## src/hw/lock_consts.svh

```systemverilog
`ifndef LOCK_CONSTS_SVH
`define LOCK_CONSTS_SVH

// Code format
`define CODE_DIGITS 20
`define NUM_SLOTS   4

// Special keypad digit values
`define KEY_EMPTY   4'hF
`define KEY_HASH    4'hB
`define KEY_TIMEOUT 4'hE
`define KEY_BAR     4'hA

// Slot 0 holds 1234 in the low digits, padded with empty digits above
`define SLOT0_CODE  {{(`CODE_DIGITS-4){`KEY_EMPTY}}, 4'h1, 4'h2, 4'h3, 4'h4}

// Timer lengths in clock cycles
`define DEBOUNCE_TICKS    4
`define AUTO_LOCK_TICKS   20
`define BIP_TICKS         15
`define BLOCK_SHORT_TICKS 8
`define BLOCK_LONG_TICKS  40

`define MAX_ATTEMPTS      5     // Failures tolerated before the long block

`endif

```

## src/hw/door_pkg.sv

```systemverilog
package door_pkg;

    // Door controller states
    typedef enum logic [4:0] {
        INIT,           // Waits for the door to be shut
        CLOSED,         // Shut and latched
        AJAR,           // Latch released, door still shut
        OPEN,           // Door open
        CHECK,          // Code comparison in progress
        BLOCKED,        // Keypad locked out after a wrong code
        UNLOCK_DB,      // Inside button held while closed
        LOCK_DB,        // Inside button held while ajar
        BIP_TIMEOUT,    // One-cycle beep for a keypad timeout
        BIP_OPEN        // Door left open too long
    } door_state_t;

    // Meaning of the first digit of a keypad record
    typedef enum logic [1:0] {
        KEY_CODE,
        KEY_HASH,
        KEY_TIMEOUT,
        KEY_NONE
    } key_t;

endpackage

```

## src/hw/panel_pkg.sv

```systemverilog
`include "lock_consts.svh"

package panel_pkg;

    typedef logic [3:0] bcd_t;

    // Digit values shown on the status display
    typedef enum logic [3:0] {
        DISP_INIT   = 4'h0,
        DISP_CLOSED = 4'h1,
        DISP_AJAR   = 4'h2,
        DISP_OPEN   = 4'h3,
        DISP_BAR    = `KEY_BAR,
        DISP_BLANK  = 4'hB
    } disp_code_t;

    typedef struct packed {
        bcd_t bcd5;
        bcd_t bcd4;
        bcd_t bcd3;
        bcd_t bcd2;
        bcd_t bcd1;
        bcd_t bcd0;     // Status digit
    } bcd_pac_t;

    // Digit 0 is the lowest nibble
    typedef bcd_t [`CODE_DIGITS-1:0] code_t;

endpackage

```

## src/hw/door_fsm.sv

```systemverilog
`include "lock_consts.svh"

module door_fsm
    import door_pkg::*, panel_pkg::*;
(
    input  logic        clk,
    input  logic        rst,
    input  logic        sensor_contato,
    input  logic        digits_valid,
    input  code_t       digits_value,
    input  logic        btn_held,
    input  logic        btn_release,
    input  logic        check_done,
    input  logic        check_ok,
    output logic        check_start,
    output door_state_t state,
    output logic [2:0]  attempts
);

    localparam int TMR_W = 16;

    // Last timer value of each timed state
    localparam logic [TMR_W-1:0] AUTO_LOCK_LAST   = TMR_W'(`AUTO_LOCK_TICKS - 1);
    localparam logic [TMR_W-1:0] BIP_LAST         = TMR_W'(`BIP_TICKS - 1);
    localparam logic [TMR_W-1:0] BLOCK_SHORT_LAST = TMR_W'(`BLOCK_SHORT_TICKS - 1);
    localparam logic [TMR_W-1:0] BLOCK_LONG_LAST  = TMR_W'(`BLOCK_LONG_TICKS - 1);

    door_state_t      state_d;
    key_t             key_class;
    logic [TMR_W-1:0] timer;        // Cycles spent in the current state
    logic [TMR_W-1:0] block_last;

    always_comb begin
        case (digits_value[0])
            `KEY_EMPTY:   key_class = KEY_NONE;
            `KEY_HASH:    key_class = KEY_HASH;
            `KEY_TIMEOUT: key_class = KEY_TIMEOUT;
            default:      key_class = KEY_CODE;
        endcase
    end

    // Long block once the count passes the limit
    assign block_last = (attempts > 3'(`MAX_ATTEMPTS)) ? BLOCK_LONG_LAST : BLOCK_SHORT_LAST;

    always_comb begin
        state_d     = state;
        check_start = 1'b0;
        case (state)
            INIT: begin
                if (!sensor_contato) begin
                    state_d = CLOSED;
                end
            end
            CLOSED: begin
                if (btn_held) begin
                    state_d = UNLOCK_DB;
                end else if (digits_valid) begin
                    case (key_class)
                        KEY_TIMEOUT: state_d = BIP_TIMEOUT;
                        KEY_CODE: begin
                            state_d     = CHECK;
                            check_start = 1'b1;   // Checker latches the code now
                        end
                        default: state_d = CLOSED;  // Empty record or hash key
                    endcase
                end
            end
            CHECK: begin
                if (check_done) begin
                    state_d = check_ok ? AJAR : BLOCKED;
                end
            end
            BLOCKED: begin
                if (timer == block_last) begin
                    state_d = CLOSED;
                end
            end
            AJAR: begin
                if (sensor_contato) begin
                    state_d = OPEN;
                end else if (btn_held) begin
                    state_d = LOCK_DB;
                end else if (timer == AUTO_LOCK_LAST) begin
                    state_d = CLOSED;     // Automatic re-lock
                end
            end
            OPEN: begin
                if (!sensor_contato) begin
                    state_d = AJAR;
                end else if (timer == BIP_LAST) begin
                    state_d = BIP_OPEN;
                end
            end
            UNLOCK_DB: begin
                if (btn_release) begin
                    state_d = AJAR;
                end else if (!btn_held) begin
                    state_d = CLOSED;     // Press too short
                end
            end
            LOCK_DB: begin
                if (btn_release) begin
                    state_d = CLOSED;
                end else if (!btn_held) begin
                    state_d = AJAR;
                end
            end
            BIP_TIMEOUT: state_d = CLOSED;
            BIP_OPEN: begin
                if (!sensor_contato) begin
                    state_d = AJAR;
                end
            end
            default: state_d = INIT;
        endcase
    end

    always_ff @(posedge clk or posedge rst) begin
        if (rst) begin
            state    <= INIT;
            timer    <= '0;
            attempts <= '0;
        end else begin
            state <= state_d;

            // Shared timer restarts on every state change
            if (state_d != state) begin
                timer <= '0;
            end else if (timer != '1) begin
                timer <= timer + 1'b1;
            end

            if ((state == CHECK) && check_done) begin
                if (check_ok) begin
                    attempts <= '0;
                end else if (attempts != '1) begin
                    attempts <= attempts + 1'b1;
                end
            end else if ((state == UNLOCK_DB) && btn_release) begin
                attempts <= '0;
            end
        end
    end

endmodule

```

## config.mk

```make
export PLATFORM = sky130hd
export DESIGN_NAME = door_fsm
export DESIGN_NICKNAME = d
export VERILOG_FILES = /design/src/hw/door_pkg.sv /design/src/hw/panel_pkg.sv /design/src/hw/door_fsm.sv
export VERILOG_INCLUDE_DIRS = /design/src /design/src/hw
export SDC_FILE = /design/constraint.sdc
export NUM_CORES = 1
export LEC_CHECK = 0
export BUFFER_PORTS_ARGS = -buffer_cell sky130_fd_sc_hd__buf_2
export CORE_ASPECT_RATIO = 0.5
export CORE_MARGIN = 2
export CORE_UTILIZATION = 41
export CTS_CLUSTER_SIZE = 40
export DETAILED_ROUTE_END_ITERATION = 10
export PLACE_DENSITY = 0.76
export SLEW_MARGIN = 20
export SYNTH_ARGS = -nofsm -noshare
export SYNTH_HDL_FRONTEND = slang
export SYNTH_SLANG_ARGS = --single-unit
export TNS_END_PERCENT = 20
```

## constraint.sdc

```tcl
create_clock -name clk -period 2.3 [get_ports clk]
set_clock_uncertainty 0.05 [all_clocks]
set_input_delay 0.345 -clock clk [delete_from_list [all_inputs] [get_ports clk]]
set_output_delay 0.345 -clock clk [all_outputs]
set_load 0.05 [all_outputs]
```

==> summary.txt <==
layout cells sized above 1 = 0.4341
Power Dens Cells = 824.9 nW/um2
Seq cells post-synth = 24
Area growth, synth to finish = 42.01%
CTS sink count = 24
Die Y = 51.07 um
Placement Cell Area = 2238 um2
largest family of logic cells by synthesized area = simple AND/OR/NAND/NOR gates
post-synthesis mux area share = 0.03857
total routed wirelength = 5013 um
routability cong. = 0.8278
Synth Area in Adders = 0.02755
initial antenna violation count = 0
Worst Tran Pin Value = 665.3 ps
Die Wd = 98.14 um
Post-Syn Area per Cell = 9.039 um2
RSZ-0062 raised after global routing = yes
Port-buffer cells = 20
Num CTS Buffers = 3
row cnt = 17
register area share after synthesis = 0.3306
final hold vios = 0
Reg2Reg Depth = 8
Crit. End Element = register
core area = 4339 um2
synth top area cells = dfrtp_1 (33%), nor3_2 (5.5%), mux2i_1 (3.9%)
syn_nets = 293
simple-gate area share of the yosys netlist = 0.3588
Fillers = 342
vias in the first global route = 1785
Top FF cell, synth = dfrtp_1
Layout Nets = 351
Min-Delay Path Class = input port to async pin
drt pass-1 iters = 4
die area = 5012 um2
XOR/XNOR Fraction of Synth Area = 0.04339
reg-to-reg endpoint = timer[1]
Compound-Gate Fraction of Synth Area = 0.1563
pin count of the biggest net entering global routing = 18
CTS tree = yes
worst hold slack = 103.5 ps
commonest non-fill, non-tap cells in the layout = buf_4 (36), dfrtp_1 (19), buf_2 (19), nor3_2 (14), nand2_1 (13)
# hold bufs at CTS = 0
Final Setup Violations = 16
signal arrival time at the worst endpoint = 2490 ps
share of the synthesized area in the top cell type = 0.3306
worst-skew pair later-pin latency = 280 ps
Inst Count DP = 305
Clock transition at path regs = 100 ps
H-tree depth = 1
Req. time, crit path = 2390 ps
failing checks = setup timing
FF-to-FF Start = state[3]
area occupied by registers = 606.8 um2
Layout Utilization = 0.5946
initial DRC count = 114
peak supply drop = 0.0004567 V
status = complete, but fails checks
commonest non-fill, non-tap cell in the layout = buf_4
post-route ant nets = 0
asr flop ratio synth = 1.000
Tcrit/Tclk final = 1.044
area of the multi-input gates = 1336 um2
Initial Utilization = 0.4187
post-synth cell types = 53
post-synth top area cell = dfrtp_1
Ys Warns = 0
DP HPWL = 3526 um
Ant. Diodes = 0
Slew HR = 0.5560
Tmin final = 2402 ps
Synth Cell Area = 1817 um2
Gate Count Post-Synth = 201
post-route cell area = 2580 um2
Setup CP Type = register to register
number of flops mapped to enable cells by yosys = 0
CP Launch Type = register
CTS root buf = clkbuf_8
Clock Tree Buf Depth = 2
R2R Setup Slk = -100 ps
Vias = 1844
worst setup margin = -102.2 ps
Crit Path Max Fanout = 8
static leakage = 1.073 nW
Final Max Tran Viols = 0
wire per inst = 15.91 um
Vias per Instance = 5.854
GRT Resource Usage Total = 0.2083
DRC = 0
I/O pin cnt = 97
first-pass GRT wire length = 8500 um
total of max-cap violations = 0
final non-filler cell total = 315
Peak Freq = 416.3 MHz
Congestion Overflow GR = 0
-- cells in the mapped netlist, types with 5 or more instances --
| cell | count |
|---|---|
| nor2_1 | 10 |
| mux2i_1 | 7 |
| inv_1 | 8 |
| nand3_1 | 12 |
| nor3_2 | 10 |
| nand2_1 | 13 |
| nor3_1 | 10 |
| o21ai_0 | 10 |
| nand2b_1 | 5 |
| dfrtp_1 | 24 |
| xor2_1 | 6 |
| nor2b_1 | 6 |
| nor4_1 | 6 |
-- cell families (layout without fill, tap and decap cells) --
logic type / after synthesis / count (layout)
xor gates and xnor gates: 9 / 9
AOI/OAI and AO/OA: 38 / 38
adders and majority gates: 4 / 4
other: 1 / 1
muxes: 7 / 7
buffers and inverters: 16 / 73
and+or+nand+nor: 102 / 102
DFF: 24 / 24
-- flip-flops by register name, indices dropped and copies added (netlist names) --
| signal | flops |
|---|---|
| timer | 16 |
| attempts | 3 |
| state | 5 |
-- metal layers --
| layer | share of wire | up-vias | routed length (um) | GRT usage |
|---|---|---|---|---|
| met2 | 0.52 | 51 | 2595 | 0.3881 |
| met1 | 0.42 | 915 | 2129 | 0.2611 |
| li1 | - | 865 | - | - |
| met5 | 0 | - | 0 | 0 |
| met3 | 0.035 | 13 | 174 | 0.02462 |
| met4 | 0.023 | 0 | 113 | 0.05708 |
-- per-stage QoR --
stage / worst slack [ps] / total power [mW] / setup TNS, ps
after floorplan: -110.9 / 1.153 / -1122
after global placement: -86.76 / 1.452 / -784.2
after detailed placement: -134.1 / 1.475 / -1334
after CTS: -73.96 / 2.065 / -998.1
after global routing: -142.3 / 2.223 / -2030
final: -102.2 / 2.128 / -1397
-- how the worst max path moves through the flow --
stage                     startpoint  slack [ps]        end  cells past startpoint
after floorplan             state[4]        -110  timer[11]                      7
after global placement      state[3]         -90  timer[14]                      7
after detailed placement    timer[6]        -130  timer[14]                      8
after CTS                   state[3]         -70  timer[10]                      7
after global routing        state[3]        -140  timer[11]                      8
final                       state[3]        -100   timer[1]                      8
-- cell type report --
class	instances	area share
multi-input cells	161	0.5179
inverters	8	0.01164
well taps	57	0.02764
flip-flops and latches	24	0.2352
repair buffers	61	0.1799
clock buffers	3	0.01600
clock inverters	1	0.01164
-- what timing repair did --
action | CTS | global route
setup buffers | 3 | 2
pin swaps | 7 | 10
setup endpoints to repair | 16 | 17
resized for setup | 18 | 21
gates cloned | 1 | 0
-- worst max-delay path, stage by stage (launching register included) --
cell	delay (ps)
dfrtp_2	460
or4b_4	600
nor4b_4	330
a211oi_2	70
o21ai_2	120
mux2i_2	280
buf_4	160
buf_12	120
a211oi_1	50
-- report_power, final --
| group | internal (mW) | switching (mW) | total [mW] |
|---|---|---|---|
| combinational | 0.533 | 0.676 | 1.21 |
| clock | 0.233 | 0.147 | 0.380 |
| sequential | 0.477 | 0.0631 | 0.540 |
Note: power is estimated with default switching activity, not from simulation.
