--- src/hw/lock_consts.svh ---
`ifndef LOCK_CONSTS_SVH
`define LOCK_CONSTS_SVH

// Code format
`define CODE_DIGITS 20
`define NUM_SLOTS   4

// Special keypad digit values
`define KEY_EMPTY   4'hF
`define KEY_HASH    4'hB
`define KEY_TIMEOUT 4'hE
`define KEY_BAR     4'hA

// Slot 0 holds 1234 in the low digits, padded with empty digits above
`define SLOT0_CODE  {{(`CODE_DIGITS-4){`KEY_EMPTY}}, 4'h1, 4'h2, 4'h3, 4'h4}

// Timer lengths in clock cycles
`define DEBOUNCE_TICKS    4
`define AUTO_LOCK_TICKS   20
`define BIP_TICKS         15
`define BLOCK_SHORT_TICKS 8
`define BLOCK_LONG_TICKS  40

`define MAX_ATTEMPTS      5     // Failures tolerated before the long block

`endif

--- src/hw/door_pkg.sv ---
package door_pkg;

    // Door controller states
    typedef enum logic [4:0] {
        INIT,           // Waits for the door to be shut
        CLOSED,         // Shut and latched
        AJAR,           // Latch released, door still shut
        OPEN,           // Door open
        CHECK,          // Code comparison in progress
        BLOCKED,        // Keypad locked out after a wrong code
        UNLOCK_DB,      // Inside button held while closed
        LOCK_DB,        // Inside button held while ajar
        BIP_TIMEOUT,    // One-cycle beep for a keypad timeout
        BIP_OPEN        // Door left open too long
    } door_state_t;

    // Meaning of the first digit of a keypad record
    typedef enum logic [1:0] {
        KEY_CODE,
        KEY_HASH,
        KEY_TIMEOUT,
        KEY_NONE
    } key_t;

endpackage

--- src/hw/panel_pkg.sv ---
`include "lock_consts.svh"

package panel_pkg;

    typedef logic [3:0] bcd_t;

    // Digit values shown on the status display
    typedef enum logic [3:0] {
        DISP_INIT   = 4'h0,
        DISP_CLOSED = 4'h1,
        DISP_AJAR   = 4'h2,
        DISP_OPEN   = 4'h3,
        DISP_BAR    = `KEY_BAR,
        DISP_BLANK  = 4'hB
    } disp_code_t;

    typedef struct packed {
        bcd_t bcd5;
        bcd_t bcd4;
        bcd_t bcd3;
        bcd_t bcd2;
        bcd_t bcd1;
        bcd_t bcd0;     // Status digit
    } bcd_pac_t;

    // Digit 0 is the lowest nibble
    typedef bcd_t [`CODE_DIGITS-1:0] code_t;

endpackage

--- src/hw/lock_display.sv ---
module lock_display
    import door_pkg::*, panel_pkg::*;
(
    input  door_state_t state,
    input  logic [2:0]  attempts,
    output bcd_pac_t    bcd_pac,
    output logic        teclado_en,
    output logic        display_en,
    output logic        tranca,
    output logic        bip
);

    localparam int NUM_DIGITS = 6;

    bcd_t [NUM_DIGITS-1:0] dig;
    disp_code_t            status;

    always_comb begin
        case (state)
            CLOSED:  status = DISP_CLOSED;
            AJAR:    status = DISP_AJAR;
            OPEN:    status = DISP_OPEN;
            default: status = DISP_BLANK;   // INIT and the short-lived states
        endcase
    end

    // One bar per failed attempt while blocked
    always_comb begin
        int bars;
        bars = (attempts > 3'(NUM_DIGITS)) ? NUM_DIGITS : int'(attempts);
        for (int i = 0; i < NUM_DIGITS; i++) begin
            if (state == BLOCKED) begin
                dig[i] = (i < bars) ? DISP_BAR : DISP_BLANK;
            end else begin
                dig[i] = (i == 0) ? status : DISP_BLANK;
            end
        end
    end

    assign bcd_pac    = dig;
    assign display_en = 1'b1;
    assign teclado_en = (state == CLOSED) || (state == OPEN);
    assign tranca     = state inside {CLOSED, CHECK, BLOCKED, UNLOCK_DB, BIP_TIMEOUT};
    assign bip        = (state == BIP_TIMEOUT) || (state == BIP_OPEN);

endmodule

--- config.mk ---
export PLATFORM = sky130hd
export DESIGN_NAME = lock_display
export DESIGN_NICKNAME = d
export VERILOG_FILES = /design/src/hw/door_pkg.sv /design/src/hw/panel_pkg.sv /design/src/hw/lock_display.sv
export VERILOG_INCLUDE_DIRS = /design/src /design/src/hw
export SDC_FILE = /design/constraint.sdc
export NUM_CORES = 1
export LEC_CHECK = 0
export BUFFER_PORTS_ARGS = -buffer_cell sky130_fd_sc_hd__buf_2
export CAP_MARGIN = 20
export CORE_AREA = 5 5 42 44
export DETAILED_ROUTE_END_ITERATION = 6
export DIE_AREA = 0 0 47 49
export SYNTH_ARGS = -nofsm -noshare
export SYNTH_HDL_FRONTEND = slang
export SYNTH_SLANG_ARGS = --single-unit
--- constraint.sdc ---
create_clock -name vclk -period 0.8
set_input_delay 0.04 -clock vclk [all_inputs]
set_output_delay 0.04 -clock vclk [all_outputs]
set_load 0.01 [all_outputs]
==> reports/results.tsv, run 1 <==
metric	value	unit
status	finished with violations	
firstDrtPassIters	2	
violations	setup timing	
n_sequential_cell	0	
cp-end-kind	output pin	
postLayoutCellArea	450.4	um2
p_leak	0.2193	nW
required	760	ps
syn_area_per_cell	6.653	um2
yosysWarnings	0	
grt_first_pass_wirelength	1.200	mm
drt_wl_total	878	um
drc_errors	0	
io_buffers	19	
finalWorstSetupSlack	-164.6	ps
fin_cells	82	
antenna_cells	0	
busiest_layer	met2	
die_width	47	um
finalSetupViolCount	8	
cp.arrival	920	ps
min_path_cells	3	
period_share	120.6	%
hold_viol	0	
die_h	49	um
vias	337	
yosysUniqueCellTypes	17	
cap_violations	0	
nNetsFinal	76	
grtUsageMet3	1.107	%
critPathMaxFanout	5	
start_util	19.46	%
final.clkbuf_count	0	
fin_crit	964.6	ps
grt.overflow.total	0	
core	1401	um2
gp_congestion	0.7533	
min_to	bcd_pac[3]	
drtIter0Drc	3	
synth_area	272.8	um2
num_rows	14	
place_area	369.1	um2
most-common-layout-cells	17 x conb_1, 17 x buf_2, 7 x buf_4	
rsz0062_at_grt	true	
synthCells	41	
grt_max_degree	8	
avgRoutedWirePerCell	10.71	um
ant_nets	0	
viasPerCell	4.110	
fmaxAchievable	1037	MHz
pre_cts_slack	-176.1	ps
nFillCells	159	
grt_pass1_vias	314	
hold_start	state[0]	
dpl.hpwl	693.2	um
syn_to_final_growth	65.14	%
power.density	440.7	nW/um2
antenna_found_initial	0	
yosysSeqAreaShare	0	%
min_path_type	input pin to output pin	
place_inst	81	
drive_gt1_share	50.00	%
ioPinCount	36	
path_class	input pin to output pin	
register_area	0	um2
ir_worst_vdd	0.1741	mV
drv_slew	0	
grt_use_met2	11.09	%
grt_use_total	6.250	%
use_met1	8.061	%
critPathLaunchType	input pin	
dieArea	2303	um2
## worst max-delay path by stage
stage              from     endpoint  slack (ps)  cells past startpoint
5_1_grt        state[1]  bcd_pac[16]        -190                      6
3_3_place_gp   state[1]   bcd_pac[0]        -150                      5
6_report       state[1]  bcd_pac[16]        -160                      6
4_1_cts        state[1]  bcd_pac[16]        -160                      6
3_5_place_dp   state[1]   bcd_pac[0]        -180                      5
2_1_floorplan  state[1]   bcd_pac[0]          60                      3
## critical path, cell delays in order
cell and delay (ps):
buf_6 90, nand3b_1 180, buf_4 160, nor3_4 180, o211ai_1 120, buf_2 150
## cell type report
cell class	instances	area, um2	share of cell area (%)
Multi-Input combinational cell	39	259.0	57.50
Tap cell	16	20.02	4.444
Timing Repair Buffer	27	171.4	38.06
## logic make-up (layout without fill, tap and decap cells)
logic type      count (synthesis)  count (layout)  share of synthesized area [%]
other cells                     2              17                          2.753
compound gates                  6               6                          15.14
simple gates                   16              16                          35.32
buf+inv                        17              27                          46.79
## Yosys cell counts (2+ instances only)
| cell type | number | area (um2) |
|---|---|---|
| buf_4 | 17 | 127.6 |
| nor2_1 | 3 | 11.26 |
| conb_1 | 2 | 7.510 |
| nand2_1 | 2 | 7.510 |
| nand3b_1 | 2 | 15.01 |
| nor3_1 | 2 | 10.01 |
| nor4b_1 | 2 | 17.52 |
| o21ai_0 | 2 | 10.01 |
## where the power goes
part           internal [mW]  total (mW)  switching (mW)
clock                      0           0               0
combinational         0.0823       0.199           0.116
sequential                 0           0               0
total                 0.0823       0.199           0.116
## stage by stage
step	setup TNS [ps]	hold WS (ps)	utilization, %	total power, mW
after global placement	-567.0	395.4	26.34	0.1499
after detailed placement	-880.2	407.9	26.34	0.1542
final	-895.3	365.5	32.14	0.1985
after global routing	-1224	401.0	32.14	0.2145
after CTS	-874.1	395.5	28.66	0.1693
after floorplan	0	127.5	-	0.1313
## metal layers
| metal | part of all wire [%] | vias up |
|---|---|---|
| met5 | 0 | - |
| met1 | 40 | 154 |
| met3 | 15 | 0 |
| li1 | - | 159 |
| met4 | 0 | 0 |
| met2 | 44 | 24 |
## timing repair
action                     4_1_cts  5_1_grt
setup endpoints to repair        8       11
pin swaps                        3        4
resized for setup                5        9
buffers inserted                 1        0
hold buffers                     0        0
(Power assumes the default switching activity.)
==> run 2: changes to the inputs <==
--- a/config.mk
+++ b/config.mk
@@ -6,11 +6,14 @@
 export SDC_FILE = /design/constraint.sdc
 export NUM_CORES = 1
 export LEC_CHECK = 0
+export ABC_AREA = 1
 export BUFFER_PORTS_ARGS = -buffer_cell sky130_fd_sc_hd__buf_2
 export CAP_MARGIN = 20
 export CORE_AREA = 5 5 42 44
 export DETAILED_ROUTE_END_ITERATION = 6
 export DIE_AREA = 0 0 47 49
+export SLEW_MARGIN = 0
 export SYNTH_ARGS = -nofsm -noshare
 export SYNTH_HDL_FRONTEND = slang
 export SYNTH_SLANG_ARGS = --single-unit
+export TNS_END_PERCENT = 10
==> reports/results.tsv, run 2 <==
metric	value	unit
synth_area	314.1	um2
hold_start	attempts[1]	
synthTopCellsByArea	buf_4 41%, nand2_1 18%, inv_1 12%	
cap_violations	0	
n_sequential_cell	0	
power.internal	0.04598	mW
worstSetupStartpoint	state[4]	
vias	338	
fin_crit	772.3	ps
firstDrtPassIters	4	
num_rows	14	
nFillCells	167	
critPathLaunchType	input pin	
die_width	47	um
nNetsFinal	89	
critPathMaxFanout	3	
p_switching	0.1010	mW
die_h	49	um
fin_cells	95	
switching_share	68.72	%
grt.overflow.total	0	
cts-hold-fix-buffers	0	
drt_wl_total	697	um
power.density	381.5	nW/um2
finalWorstSetupSlack	27.74	ps
grt_first_pass_wirelength	1.028	mm
fmaxAchievable	1295	MHz
yosysUniqueCellTypes	11	
syn_to_final_growth	22.71	%
path_class	input pin to output pin	
yosysWarnings	0	
power_frac_comb	100.0	%
antenna_cells	0	
core	1401	um2
multi_input_area	214.0	um2
grt_max_degree	6	
yosysSeqAreaShare	0	%
most-common-layout-cells	19 x buf_2, 17 x conb_1, 15 x nand2_1	
required	760	ps
register_area	0	um2
io_buffers	19	
synthCells	60	
ant_nets	0	
ioPinCount	36	
critPathCapture	bcd_pac[4]	
power_frac_clock	0	%
avgRoutedWirePerCell	7.337	um
dpl.hpwl	655	um
period_share	96.53	%
start_util	22.41	%
fin_tns_setup	0	ps
antenna_found_initial	0	
gp_congestion	0.7615	
p_leak	0.2448	nW
synth_top_cell_by_area	buf_4	
syn_area_per_cell	5.234	um2
viasPerCell	3.558	
finalSetupViolCount	0	
seqPwrFrac	0	%
min_path_type	input pin to output pin	
place_area	372.9	um2
drtIter0Drc	6	
drive_gt1_share	35.44	%
final.clkbuf_count	0	
ir_worst_vdd	0.1037	mV
rsz0062_at_grt	true	
hold_viol	0	
cp.arrival	730	ps
grt_pass1_vias	281	
synth_common_cells	17 x buf_4, 15 x nand2_1, 10 x inv_1, 5 x nor2_1, 4 x nor2_2	
drv_slew	0	
dieArea	2303	um2
drc_errors	0	
status	completed	
grt_use_total	5.333	%
postLayoutCellArea	385.4	um2
cp-end-kind	output pin	
place_inst	95	
fin_util	27.50	%
final_common_cell	buf_2	
synthMostInstantiatedCell	buf_4	
synth.top_cell.area_share	40.64	%
pre_cts_slack	-13.60	ps
[run 2: changes by cell type in the layout (fill, tap and decap cells not counted), sizes merged, moves of 2 or more]
| cell | before | now |
|---|---|---|
| nand2 | 2 | 15 |
| nand3 | 1 | 3 |
| buf | 27 | 21 |
| nand3b | 2 | 0 |
| nor3 | 3 | 0 |
| nor2 | 3 | 9 |
| nor4b | 2 | 0 |
| inv | 0 | 11 |
[run 2: worst min-delay path by stage]
stage                  endpoint  slack, ps  depth (start not counted)
CTS                 bcd_pac[20]        360                          3
floorplan           bcd_pac[20]        150                          1
global placement    bcd_pac[20]        350                          3
finish              bcd_pac[20]        350                          3
global route        bcd_pac[20]        370                          3
detailed placement  bcd_pac[20]        360                          3
[run 2: layout make-up]
cell class / count / area share, %
multi-input cells: 47 / 55.52
well taps: 16 / 5.195
inverters: 11 / 10.71
repair buffers: 21 / 28.57
[run 2: cell families after synthesis]
logic type	after synthesis	synth area share (%)
buf+inv	28	53.78
other cells	2	2.391
simple gates	27	38.25
compound gates	3	5.579
[run 2: per-layer routing]
| layer | part of all wire [%] | wire length, um | GRT usage (%) | vias up |
|---|---|---|---|---|
| li1 | - | - | - | 179 |
| met1 | 40 | 276 | 7.609 | 135 |
| met2 | 41 | 284 | 8.824 | 24 |
| met3 | 20 | 136 | 0.7380 | 0 |
| met4 | 0 | 0 | 0 | 0 |
| met5 | 0 | 0 | 0 | - |
[run 2: per-stage QoR]
step	total power, mW	hold WS [ps]
after floorplan	0.1459	151.4
after global placement	0.1383	353.1
after detailed placement	0.1393	358.2
after CTS	0.1429	358.2
after global routing	0.1668	369.5
final	0.1470	352.5
[run 2: power groups by stage]
stage	registers (mW)	logic, mW	clock network (mW)
4_1_cts	0	0.143	0
5_1_grt	0	0.167	0
2_1_floorplan	0	0.146	0
6_report	0	0.147	0
3_3_place_gp	0	0.138	0
3_5_place_dp	0	0.139	0
[run 2: critical path: stages]
cell     delay, ps
buf_2          120
nor2_4         120
nand2_1         90
nor2_2         120
o21ai_0         90
buf_2          140
[run 2: repair_timing]
item,CTS,global route
gates resized for setup,1,2
cloned,0,0
pin swaps,0,1
buffers inserted,0,0
endpoints found under the setup margin,3,5
==> run 3: changes to the inputs <==
--- a/config.mk
+++ b/config.mk
@@ -9,9 +9,9 @@
 export ABC_AREA = 1
 export BUFFER_PORTS_ARGS = -buffer_cell sky130_fd_sc_hd__buf_2
 export CAP_MARGIN = 20
-export CORE_AREA = 5 5 42 44
+export CORE_AREA = 8 8 45 47
 export DETAILED_ROUTE_END_ITERATION = 6
-export DIE_AREA = 0 0 47 49
+export DIE_AREA = 0 0 53 55
 export SLEW_MARGIN = 0
 export SYNTH_ARGS = -nofsm -noshare
 export SYNTH_HDL_FRONTEND = slang
==> reports/results.tsv, run 3 (synthesis results as in run 2) <==
metric	value	unit
grt_pass1_vias	319	
cap_violations	0	
most-common-layout-cells	17 x conb_1, 16 x buf_2, 14 x nand2_1	
min_path_type	input pin to output pin	
io_buffers	19	
pre_cts_slack	-15.18	ps
grt.overflow.total	0	
dpl.hpwl	767.3	um
grt_use_total	4.959	%
ant_nets	0	
finalSetupViolCount	0	
fin_cells	94	
ioPinCount	36	
required	760	ps
postLayoutCellArea	414.1	um2
cp.arrival	710	ps
multi_input_area	231.5	um2
period_share	93.13	%
path_class	input pin to output pin	
p_leak	0.2464	nW
grt_first_pass_wirelength	1.235	mm
grt_max_degree	6	
fin_util	29.93	%
fmaxAchievable	1342	MHz
cp-end-kind	output pin	
status	completed	
nNetsFinal	88	
antenna_cells	0	
drive_gt1_share	37.18	%
place_area	365.4	um2
dieArea	2915	um2
ir_worst_vdd	0.1047	mV
fin_crit	745.0	ps
nFillCells	172	
num_rows	14	
rsz0062_at_grt	true	
die_width	53	um
final_common_cell	conb_1	
drv_slew	0	
antenna_found_initial	0	
drc_errors	0	
avgRoutedWirePerCell	8.723	um
n_sequential_cell	0	
critPathMaxFanout	5	
start_util	22.69	%
syn_to_final_growth	31.87	%
gp_congestion	0.7513	
die_h	55	um
vias	329	
core	1384	um2
viasPerCell	3.500	
place_inst	94	
critPathLaunchType	input pin	
drt_wl_total	820	um
cts-hold-fix-buffers	0	
power.density	396.2	nW/um2
hold_viol	0	
register_area	0	um2
drtIter0Drc	0	
final.clkbuf_count	0	
firstDrtPassIters	1	
finalWorstSetupSlack	54.99	ps
run 3: critical path: stages:
cell and delay [ps]:
buf_6 100, inv_2 40, nor2_4 90, nand3_2 110, nor2_4 130, nand2_1 60, buf_2 130
run 3: repair_timing:
| action | CTS | global route |
|---|---|---|
| buffers inserted | 0 | 0 |
| pin swaps | 1 | 7 |
| resized for setup | 2 | 13 |
| endpoints found under the hold margin | 0 | 0 |
| setup endpoints to repair | 2 | 8 |
run 3: path summary, 6_finish.rpt:
kind / from / endpoint / slack (ps) / depth (start not counted)
max: state[2] / bcd_pac[16] / 50 / 7
min: attempts[1] / bcd_pac[20] / 350 / 3
run 3: area by class of cell:
type	instances	share of cell area (%)
inverter	11	9.970
multi-input combinational	47	55.89
tap	16	4.834
timing repair buffer	20	29.31
run 3: metal layers:
metal  global-route usage [%]  wire length, um  vias up
met4                        0                0        0
met2                    8.594              326       24
met1                    6.335              344      129
met5                        0                0        -
met3                    1.337              149        0
li1                         -                -      176
run 3: power breakdown:
group          total, mW  internal (mW)  switching, mW
sequential             0              0              0
combinational      0.164         0.0557          0.108
clock                  0              0              0
run 3: through the flow:
step                hold slack, ps  power (mW)  TNS, ps
finish                       352.3      0.1641        0
floorplan                    151.4      0.1459        0
detailed placement           350.2      0.1362   -27.03
global placement             349.8      0.1351        0
CTS                          352.3      0.1408        0
global route                 371.5      0.1856   -21.29
