$ cat src/hw/lock_consts.svh
`ifndef LOCK_CONSTS_SVH
`define LOCK_CONSTS_SVH

// Code format
`define CODE_DIGITS 20
`define NUM_SLOTS   4

// Special keypad digit values
`define KEY_EMPTY   4'hF
`define KEY_HASH    4'hB
`define KEY_TIMEOUT 4'hE
`define KEY_BAR     4'hA

// Slot 0 holds 1234 in the low digits, padded with empty digits above
`define SLOT0_CODE  {{(`CODE_DIGITS-4){`KEY_EMPTY}}, 4'h1, 4'h2, 4'h3, 4'h4}

// Timer lengths in clock cycles
`define DEBOUNCE_TICKS    4
`define AUTO_LOCK_TICKS   20
`define BIP_TICKS         15
`define BLOCK_SHORT_TICKS 8
`define BLOCK_LONG_TICKS  40

`define MAX_ATTEMPTS      5     // Failures tolerated before the long block

`endif

$ cat src/hw/button_debounce.sv
`include "lock_consts.svh"

module button_debounce (
    input  logic clk,
    input  logic rst,
    input  logic botao_interno,
    output logic btn_held,
    output logic btn_release
);

    localparam int CNT_W = $clog2(`DEBOUNCE_TICKS + 1);
    localparam logic [CNT_W-1:0] CNT_MAX = CNT_W'(`DEBOUNCE_TICKS);

    logic [CNT_W-1:0] cnt;     // Cycles the button has been high
    logic             btn_q;   // Button level of the previous cycle

    always_ff @(posedge clk or posedge rst) begin
        if (rst) begin
            cnt         <= '0;
            btn_q       <= 1'b0;
            btn_release <= 1'b0;
        end else begin
            btn_q <= botao_interno;

            // Release counts only after a full-length press
            btn_release <= btn_q && !botao_interno && (cnt == CNT_MAX);

            if (!botao_interno) begin
                cnt <= '0;
            end else if (cnt != CNT_MAX) begin
                cnt <= cnt + 1'b1;   // Saturates at the debounce length
            end
        end
    end

    // Drops in the same cycle that btn_release rises
    assign btn_held = btn_q;

endmodule

$ cat config.mk
export PLATFORM = sky130hd
export DESIGN_NAME = button_debounce
export DESIGN_NICKNAME = d
export VERILOG_FILES = /design/src/hw/button_debounce.sv
export VERILOG_INCLUDE_DIRS = /design/src /design/src/hw
export SDC_FILE = /design/constraint.sdc
export NUM_CORES = 1
export LEC_CHECK = 0
export BUFFER_PORTS_ARGS = -buffer_cell sky130_fd_sc_hd__buf_2
export CAP_MARGIN = 10
export CORE_AREA = 2 2 39 41
export DETAILED_ROUTE_END_ITERATION = 8
export DIE_AREA = 0 0 41 43
export SLEW_MARGIN = 20
export SYNTH_ARGS = -nofsm -noshare
export SYNTH_HDL_FRONTEND = slang
export SYNTH_SLANG_ARGS = --single-unit
$ cat constraint.sdc
create_clock -name clk -period 1 [get_ports clk]
set_input_delay 0.05 -clock clk [delete_from_list [all_inputs] [get_ports clk]]
set_output_delay 0.05 -clock clk [all_outputs]
set_load 0.01 [all_outputs]
==> impl_results.md, run 1 <==
* Root buffer cell: clkbuf_4
* Post-place instance area at approximately 280 µm²
* Pre-CTS setup slack at -0.0368 ns
* Worst path slowest cell: dfrtp_1
* CP Data Required Time at about 1.1 ns
* Worst R2R Path Depth at 4
* Maxcap violations at 0
* Worst flop-to-flop path startpoint: cnt[0]
* Final net count at 39
* Die area at 1760 µm²
* Initial core utilization at approximately 16%
* Largest area contributor in the synthesized netlist: dfrtp_1
* Vias per inst at 3.88
* Max Clock Skew at ~0.0018 ns
* Max frequency at roughly 970 MHz
* DRC viols at 0
* Routed Antenna Nets at 0
* Cells along the critical path: inv_2 > ha_4 > and2_4 > and3b_1
* Synth Register Bits at 5
* Critical path destination: btn_release
* Number of antenna diodes at 0
* Core area at approximately 1400 µm²
* H-tree depth at 1
* DR WL/cell at just under 9 µm
* Final WS setup at -0.0311 ns
* Post-synthesis sequential area ratio at 55.9%
* Cell area after layout at 344 µm²
* Die Width at around 41 µm
* Cell area after synthesis at between 200 and 250 µm²
* Worst-path fanout max at 4
* Drt first pass iters at 2
* CP Depth at 4
* Unique masters post-synth at 10
* I/O pins at 5
* Leakage Power at about 0.17 nW
* Syn Nets at 26
* CTS tree: built
* Max clock buf depth at 2
* Total wire length at between 400 and 500 µm
* FF-to-FF End: btn_release
* CP Class: reg2reg
* Ys Warns at 0
* Critical Path AT at about 1.2 ns
* Die H at approximately 43 µm
* Buffers and inverters on the worst path at 1
* Via count at 190
* GP Congestion at 0.733
* Layout cell share with drive strength beyond 1 at between 30% and 40%
* Post-synthesis area per instance at about 11 µm²
* Tmin final at slightly above 1 ns
* Vias in the first global route at between 150 and 200
* Most common cell after layout, fill and taps aside: dfrtp_1
* Initial antenna violation count at 0
* Commonest non-fill, non-tap cells in the layout: 5 x dfrtp_1, 4 x buf_2, 3 x clkbuf_4
* Clock latency on the worst-skew pair at ~0.24 ns
* Final setup TNS at -0.0345 ns
* Worst setup SP type: flip-flop
* Critical Path Start: cnt[0]
* Worst Hold Class: in2async
* Post-DP HPWL at 316 µm
* CP max stage delay at 0.39 ns
* CTS clock-pin slew for the worst setup and hold paths at 0.04 ns
* Status: complete, but fails checks
* Syn-to-layout area delta at 53.6%
* Row count at 14
* Synth area leaders: dfrtp_1 56%, ha_1 11%, o21ai_0 6.7%
* R2R setup slack at -0.03 ns
* CP delay by family, top: flip-flops
* CTS Sinks at 5
* Failing checks: negative setup slack
* Gate Count Post-Synth at 21
* Worst relative slew slack at between 80% and 90%
* Final setup viols at 3
* GRT Overall Usage at between 7 and 8%
* PortBufs at 4
* Top-area cell type share of the netlist area at 55.9%
* Worst VDD drop at between 0.6 and 0.7 mV
* Power Dens Cells at between 1500 and 2000 nW/µm²
* Non-filler cells, final at between 40 and 50
* Placed Cells at 42
* Hold slack at between 0.2 and 0.3 ns
* Fin crit share at 103%
* RSZ-0062 raised after global routing: yes
* DRT iter0 DRCs at 8
* GRT overflow at 0
* Slew Limit Fails at 0
* Overall power at 0.587 mW
* Final Util at approximately a quarter
* Worst-Margin Slew at roughly 0.20 ns
* Crit end category: flip-flop
* First-pass GRT wire length at around 750 µm
* CTS buffer count at 3
* Final hold violation count at 0
* Largest net degree at the start of global routing at 8
-- what timing repair did --
action | in CTS | in global routing
setup buffers | 1 | 0
hold buffers | 2 | 0
gates cloned | 0 | 0
endpoints found under the setup margin | 4 | 4
gates resized for setup | 0 | 5
pin swaps | 2 | 2
endpoints found under the hold margin | 6 | 0
-- cell families (layout without fill, tap and decap cells) --
family	Yosys count	count (layout)	share of synthesized area (%)
and+or+nand+nor	6	6	16.8
DFF	5	5	55.9
AOI/OAI and AO/OA	4	4	9.50
buffers and inverters	4	16	6.70
adders and majority gates	2	2	11.2
-- routing by layer --
layer | wire [µm] | vias up | GRT usage [%]
met5 | 0 | - | 0
met4 | 0 | 0 | 4.00
met3 | 45 | 0 | 7.85
met2 | 183 | 7 | 8.44
met1 | 205 | 87 | 7.79
li1 | - | 96 | -
-- flip-flops by register name, indices dropped and copies added (netlist names) --
name	cells
btn_held	1
btn_release	1
cnt	3
-- power by group --
part	leakage (nW)	switching, mW	total [mW]	internal, mW
Sequential	0.0650	0.0176	0.238	0.221
Clock	0.0150	0.0781	0.229	0.151
Combinational	0.0929	0.0507	0.120	0.0698
Total	0.173	0.146	0.587	0.441
-- worst register-to-register path: stages (launching register included) --
cell     delay [ns]
dfrtp_1        0.39
inv_2          0.06
ha_4           0.17
and2_4         0.14
and3b_1        0.16
-- synthesized netlist by cell type --
master,number
and3b_1,1
dfrtp_1,5
ha_1,2
a31oi_1,1
inv_1,4
nand4_1,2
nand2b_1,1
and2_1,1
nand2_1,1
o21ai_0,3
-- worst min-delay path by stage --
stage | start | endpoint | slack, ns | cells past startpoint
2_1_floorplan | rst | btn_held | -0.17 | 1
3_3_place_gp | rst | btn_release | -0.04 | 2
3_5_place_dp | rst | btn_release | -0.04 | 2
4_1_cts | rst | cnt[2] | 0.25 | 3
5_1_grt | rst | cnt[0] | 0.27 | 3
6_report | rst | cnt[0] | 0.25 | 3
-- final cells by class --
| class | count | area (µm²) |
|---|---|---|
| well taps | 16 | 20.0 |
| clock buffers | 4 | 26.3 |
| inverters | 4 | 15.0 |
| flip-flops and latches | 5 | 125 |
| fillers | 147 | 1040 |
| repair buffers | 8 | 58.8 |
| multi-input cells | 12 | 98.8 |
No activity file was read; power rests on OpenSTA's default activity.
==> inputs of run 2 (changes only) <==
- REMOVE_ABC_BUFFERS: unset -> 1
- SLEW_MARGIN: 20 -> unset
==> impl_results.md, run 2 (synthesized netlist as in run 1, its figures left out) <==
* Die area at 1760 µm²
* Status: finished clean
* Root buffer cell: clkbuf_4
* Final setup TNS at 0 ns
* GRT Overall Usage at about 7.5%
* Initial core utilization at between 10% and 20%
* Power Dens Cells at around 1700 nW/µm²
* GP Congestion at just under 0.8
* Syn-to-layout area delta at 52.0%
* Critical Path Start: cnt[0]
* Worst setup SP type: flip-flop
* CTS Sinks at 5
* Final net count at 40
* Maxcap violations at 0
* Max Clock Skew at about 0.0031 ns
* Initial antenna violation count at 0
* Leakage Power at approximately 0.17 nW
* Crit end category: flip-flop
* Clock latency on the worst-skew pair at around 0.24 ns
* Most common cell after layout, fill and taps aside: dfrtp_1
* Via count at around 190
* Hold slack at about 0.25 ns
* Routed Antenna Nets at 0
* Gr busiest metal: met2
* Worst relative slew slack at ~87%
* CP Data Required Time at approximately 1.1 ns
* DR WL/cell at approximately 9.0 µm
* Drt first pass iters at 3
* R2R setup slack at approximately 0.011 ns
* Worst flop-to-flop path startpoint: cnt[0]
* Row count at 14
* Buffers and inverters on the worst path at 1
* GRT met3 Usage at between 6 and 7%
* DRT iter0 DRCs at 1
* Core area at 1380 µm²
* Cells along the critical path: buf_4 > ha_2 > o21ai_1 > a31oi_1
* Layout cell share with drive strength beyond 1 at a little under two fifths
* CTS clock-pin slew for the worst setup and hold paths at roughly 0.050 ns
* CTS buffer count at 3
* Worst path slowest cell: dfrtp_1
* GRT overflow at 0
* Worst-path fanout max at 3
* CP Depth at 4
* CP Class: reg2reg
* Cell area after layout at around 340 µm²
* H-tree depth at 1
* Worst VDD drop at 0.588 mV
* Most flop-heavy register: cnt
* Number of antenna diodes at 0
* Final hold violation count at 0
* Worst R2R Path Depth at 4
* Overall power at approximately 0.58 mW
* Fillers at 150
* Max reg flops at 3
* Post-place instance area at about 290 µm²
* First-pass GRT wire length at around 810 µm
* Die H at roughly 43 µm
* CP delay by family, top: flip-flops
* Met2 Track Usage GR at 9.69%
* Slew Limit Fails at 0
* CTS tree: built
* RSZ-0062 raised after global routing: yes
* Critical path destination: cnt[2]
* GRT met1 Usage at a little over 8%
* Fin crit share at 98.9%
* FF-to-FF End: cnt[2]
* Largest net degree at the start of global routing at 8
* Non-filler cells, final at 50
* Max clock buf depth at 2
* Worst Hold Class: in2async
* I/O pins at 5
* Max frequency at between 1000 and 1500 MHz
* Final setup viols at 0
* Total wire length at about 450 µm
* Vias in the first global route at 206
* Worst-Margin Slew at approximately 0.19 ns
* Tmin final at between 0.9 and 1 ns
* DRC viols at 0
* Die Width at ~41 µm
* Critical Path AT at between 1 and 1.5 ns
* Vias per inst at between 3 and 4
* PortBufs at 4
* Commonest non-fill, non-tap cells in the layout: 5 x dfrtp_1, 4 x inv_1, 4 x buf_2
* CP max stage delay at between 0.3 and 0.4 ns
* Placed Cells at between 40 and 50
-- run 2: changes by cell type in the layout (fill, tap and decap cells not counted), sizes merged --
cell | before | now
buf | 6 | 7
-- run 2: what timing repair did --
| action | in CTS | in global routing |
|---|---|---|
| resized for setup | 4 | 2 |
| hold buffers | 2 | 0 |
| pin swaps | 2 | 1 |
| hold endpoints to repair | 6 | 0 |
| setup buffers | 0 | 0 |
| endpoints found under the setup margin | 4 | 4 |
-- run 2: per-layer routing --
metal	share of wire [%]	up-vias
li1	-	95
met1	50	84
met2	42	7
met3	8.2	0
met4	0	0
met5	0	-
-- run 2: worst min-delay path by stage --
stage,start,endpoint,depth (start not counted)
2_1_floorplan,rst,btn_held,1
3_3_place_gp,rst,btn_release,2
3_5_place_dp,rst,cnt[0],2
4_1_cts,rst,cnt[1],3
5_1_grt,rst,cnt[0],3
6_report,rst,cnt[1],3
-- run 2: power breakdown --
| group | internal (mW) | leakage (nW) | switching [mW] |
|---|---|---|---|
| combinational | 0.0571 | 0.0939 | 0.0484 |
| clock | 0.151 | 0.0150 | 0.0874 |
| sequential | 0.220 | 0.0650 | 0.0114 |
| total | 0.429 | 0.174 | 0.147 |
-- run 2: cell type report --
class / count / area, µm² / share of cell area [%]
Timing Repair Buffer: 9 / 62.6 / 18.4
Sequential cell: 5 / 125 / 36.8
Multi-Input combinational cell: 12 / 91.3 / 26.8
Tap cell: 16 / 20.0 / 5.88
Clock buffer: 4 / 26.3 / 7.72
Inverter: 4 / 15.0 / 4.41
-- run 2: metrics by stage --
stage / utilization, % / worst slack (ns)
floorplan: - / -0.0604
global placement: 20.7 / -0.0460
detailed placement: 20.7 / -0.0482
CTS: 24.6 / 0.00304
global route: 24.6 / -0.0386
finish: 24.6 / 0.0109
-- run 2: worst register-to-register path, cell delays in order (launching register included) --
cell,delay [ns]
dfrtp_1,0.37
buf_4,0.14
ha_2,0.17
o21ai_1,0.13
a31oi_1,0.05
==> inputs of run 3 (changes only) <==
- clock period: 1 -> 1.2 ns (I/O delays scaled with it)
==> impl_results.md, run 3 (synthesized netlist as in run 1, its figures left out) <==
* Final hold violation count at 0
* Fillers at 142
* H-tree depth at 1
* Internal at between 0.3 and 0.4 mW
* FF-to-FF End: btn_release
* Psw at 0.110 mW
* Worst-path fanout max at 3
* Core area at around 1400 µm²
* Resized Gates After CTS at 0
* CP Depth at 4
* Hold path depth at 1
* Worst-Margin Slew at roughly 0.2 ns
* Crit end category: flip-flop
* Most flop-heavy register: cnt
* CP Data Required Time at around 1.3 ns
* Sw Share at between 20% and 30%
* Drt first pass iters at 2
* Worst flop-to-flop path startpoint: cnt[0]
* CTS tree: built
* PortBufs at 4
* Max Clock Skew at ~0.0016 ns
* Max clock buf depth at 2
* GP Congestion at about 0.80
* Leakage Power at approximately 0.17 nW
* Die area at 1760 µm²
* Slew Limit Fails at 0
* Hold worst-path end: btn_held
* Largest net degree at the start of global routing at 8
* Worst path slowest cell: dfrtp_1
* Worst relative slew slack at a little under 90%
* Routed Antenna Nets at 0
* CP max stage delay at between 0.3 and 0.4 ns
* Initial antenna violation count at 0
* Via count at 186
* Vias per inst at 3.88
* CTS Sinks at 5
* First-pass GRT wire length at 731 µm
* Min-delay src: botao_interno
* CTS clock-pin slew for the worst setup and hold paths at 0.04 ns
* Power Dens Cells at between 1000 and 1500 nW/µm²
* Die Width at slightly above 40 µm
* Initial core utilization at 16.2%
* Final net count at 38
* Worst VDD drop at ~0.62 mV
* Status: finished clean
* Clock group share of total power at 41.9%
* Max frequency at 944 MHz
* Post-DP HPWL at around 300 µm
* Layout cell share with drive strength beyond 1 at 28.1%
* I/O pins at 5
* Die H at around 43 µm
* Root buffer cell: clkbuf_4
* Worst R2R Path Depth at 4
* Most common cell after layout, fill and taps aside: dfrtp_1
* Worst Hold Class: in2reg
* Final setup TNS at 0 ns
* Fin crit share at 88.2%
* Number of antenna diodes at 0
* Commonest non-fill, non-tap cells in the layout: 5 x dfrtp_1, 4 x inv_1, 4 x buf_2
* Clock latency on the worst-skew pair at 0.24 ns
* Logic pwr share at between 10% and 20%
* CP delay by family, top: simple AND/OR/NAND/NOR gates
* GRT Overall Usage at under 10%
* Setup Fix Bufs, Post-CTS at 0
* Final Util at roughly 23%
* Vias in the first global route at around 190
* Total wire length at roughly 390 µm
* R2R setup slack at about 0.14 ns
* Critical Path Start: cnt[0]
* Hold slack at roughly 0.0096 ns
* DR WL/cell at between 8 and 9 µm
* Cells along the critical path: inv_1 > ha_1 > and2_1 > and3b_1
* CP Class: reg2reg
* GRT overflow at 0
* Syn-to-layout area delta at 40.8%
* Area taken by multi-input logic gates at about 84 µm²
* Row count at 14
* Worst setup SP type: flip-flop
* Final setup viols at 0
* Register area at around 130 µm²
* CTS buffer count at 3
* Critical Path AT at ~1.2 ns
* Reg power frac at ~43%
* DRT iter0 DRCs at 4
* Tmin final at roughly 1.1 ns
* Buffers and inverters on the worst path at 1
* Max reg flops at 3
* Maxcap violations at 0
* RSZ-0062 raised after global routing: no
* DRC viols at 0
## run 3: cell types whose count changed in the layout (fill, tap and decap cells not counted), sizes merged
cell / previous run / this run
dlygate4sd3: 2 / 1
buf: 7 / 6
## run 3: power by group through the flow
stage               Combinational [mW]  Clock (mW)  Sequential [mW]
floorplan                       0.0348           0            0.197
global route                    0.0838       0.209            0.196
detailed placement              0.0676           0            0.196
CTS                             0.0712       0.197            0.194
global placement                0.0663           0            0.196
finish                          0.0706       0.191            0.194
## run 3: worst register-to-register path, stage by stage (launching register included)
cell	delay [ns]
dfrtp_1	0.34
inv_1	0.05
ha_1	0.20
and2_1	0.18
and3b_1	0.17
## run 3: cell type report
type | instances | area share, %
Sequential cell | 5 | 39.7
Multi-Input combinational cell | 12 | 26.6
Timing Repair Buffer | 7 | 14.3
Clock buffer | 4 | 8.33
Tap cell | 16 | 6.35
Inverter | 4 | 4.76
## run 3: worst max-delay path by stage
stage | endpoint | slack [ns]
floorplan | btn_release | 0.14
global route | cnt[2] | 0.06
CTS | btn_release | 0.14
detailed placement | btn_release | 0.14
global placement | cnt[1] | 0.16
finish | btn_release | 0.14
## run 3: layer usage
layer | vias to the layer above | GRT usage [%] | wire length, µm
met2 | 9 | 8.44 | 130
met1 | 84 | 8.12 | 202
met5 | - | 0 | 0
met3 | 0 | 7.85 | 52
met4 | 0 | 0 | 0
li1 | 93 | - | -
## run 3: metrics by stage
stage	cell area [µm²]	setup WS [ns]	std cells	total power, mW
after floorplan	224	0.140	21	0.231
after global placement	279	0.158	43	0.263
after detailed placement	279	0.144	43	0.264
after CTS	315	0.137	48	0.462
after global routing	315	0.0606	48	0.488
final	315	0.141	48	0.455
## run 3: timing repair
action | in CTS | in global routing
hold buffers | 1 | 0
endpoints found under the setup margin | 0 | 0
hold endpoints to repair | 5 | 0
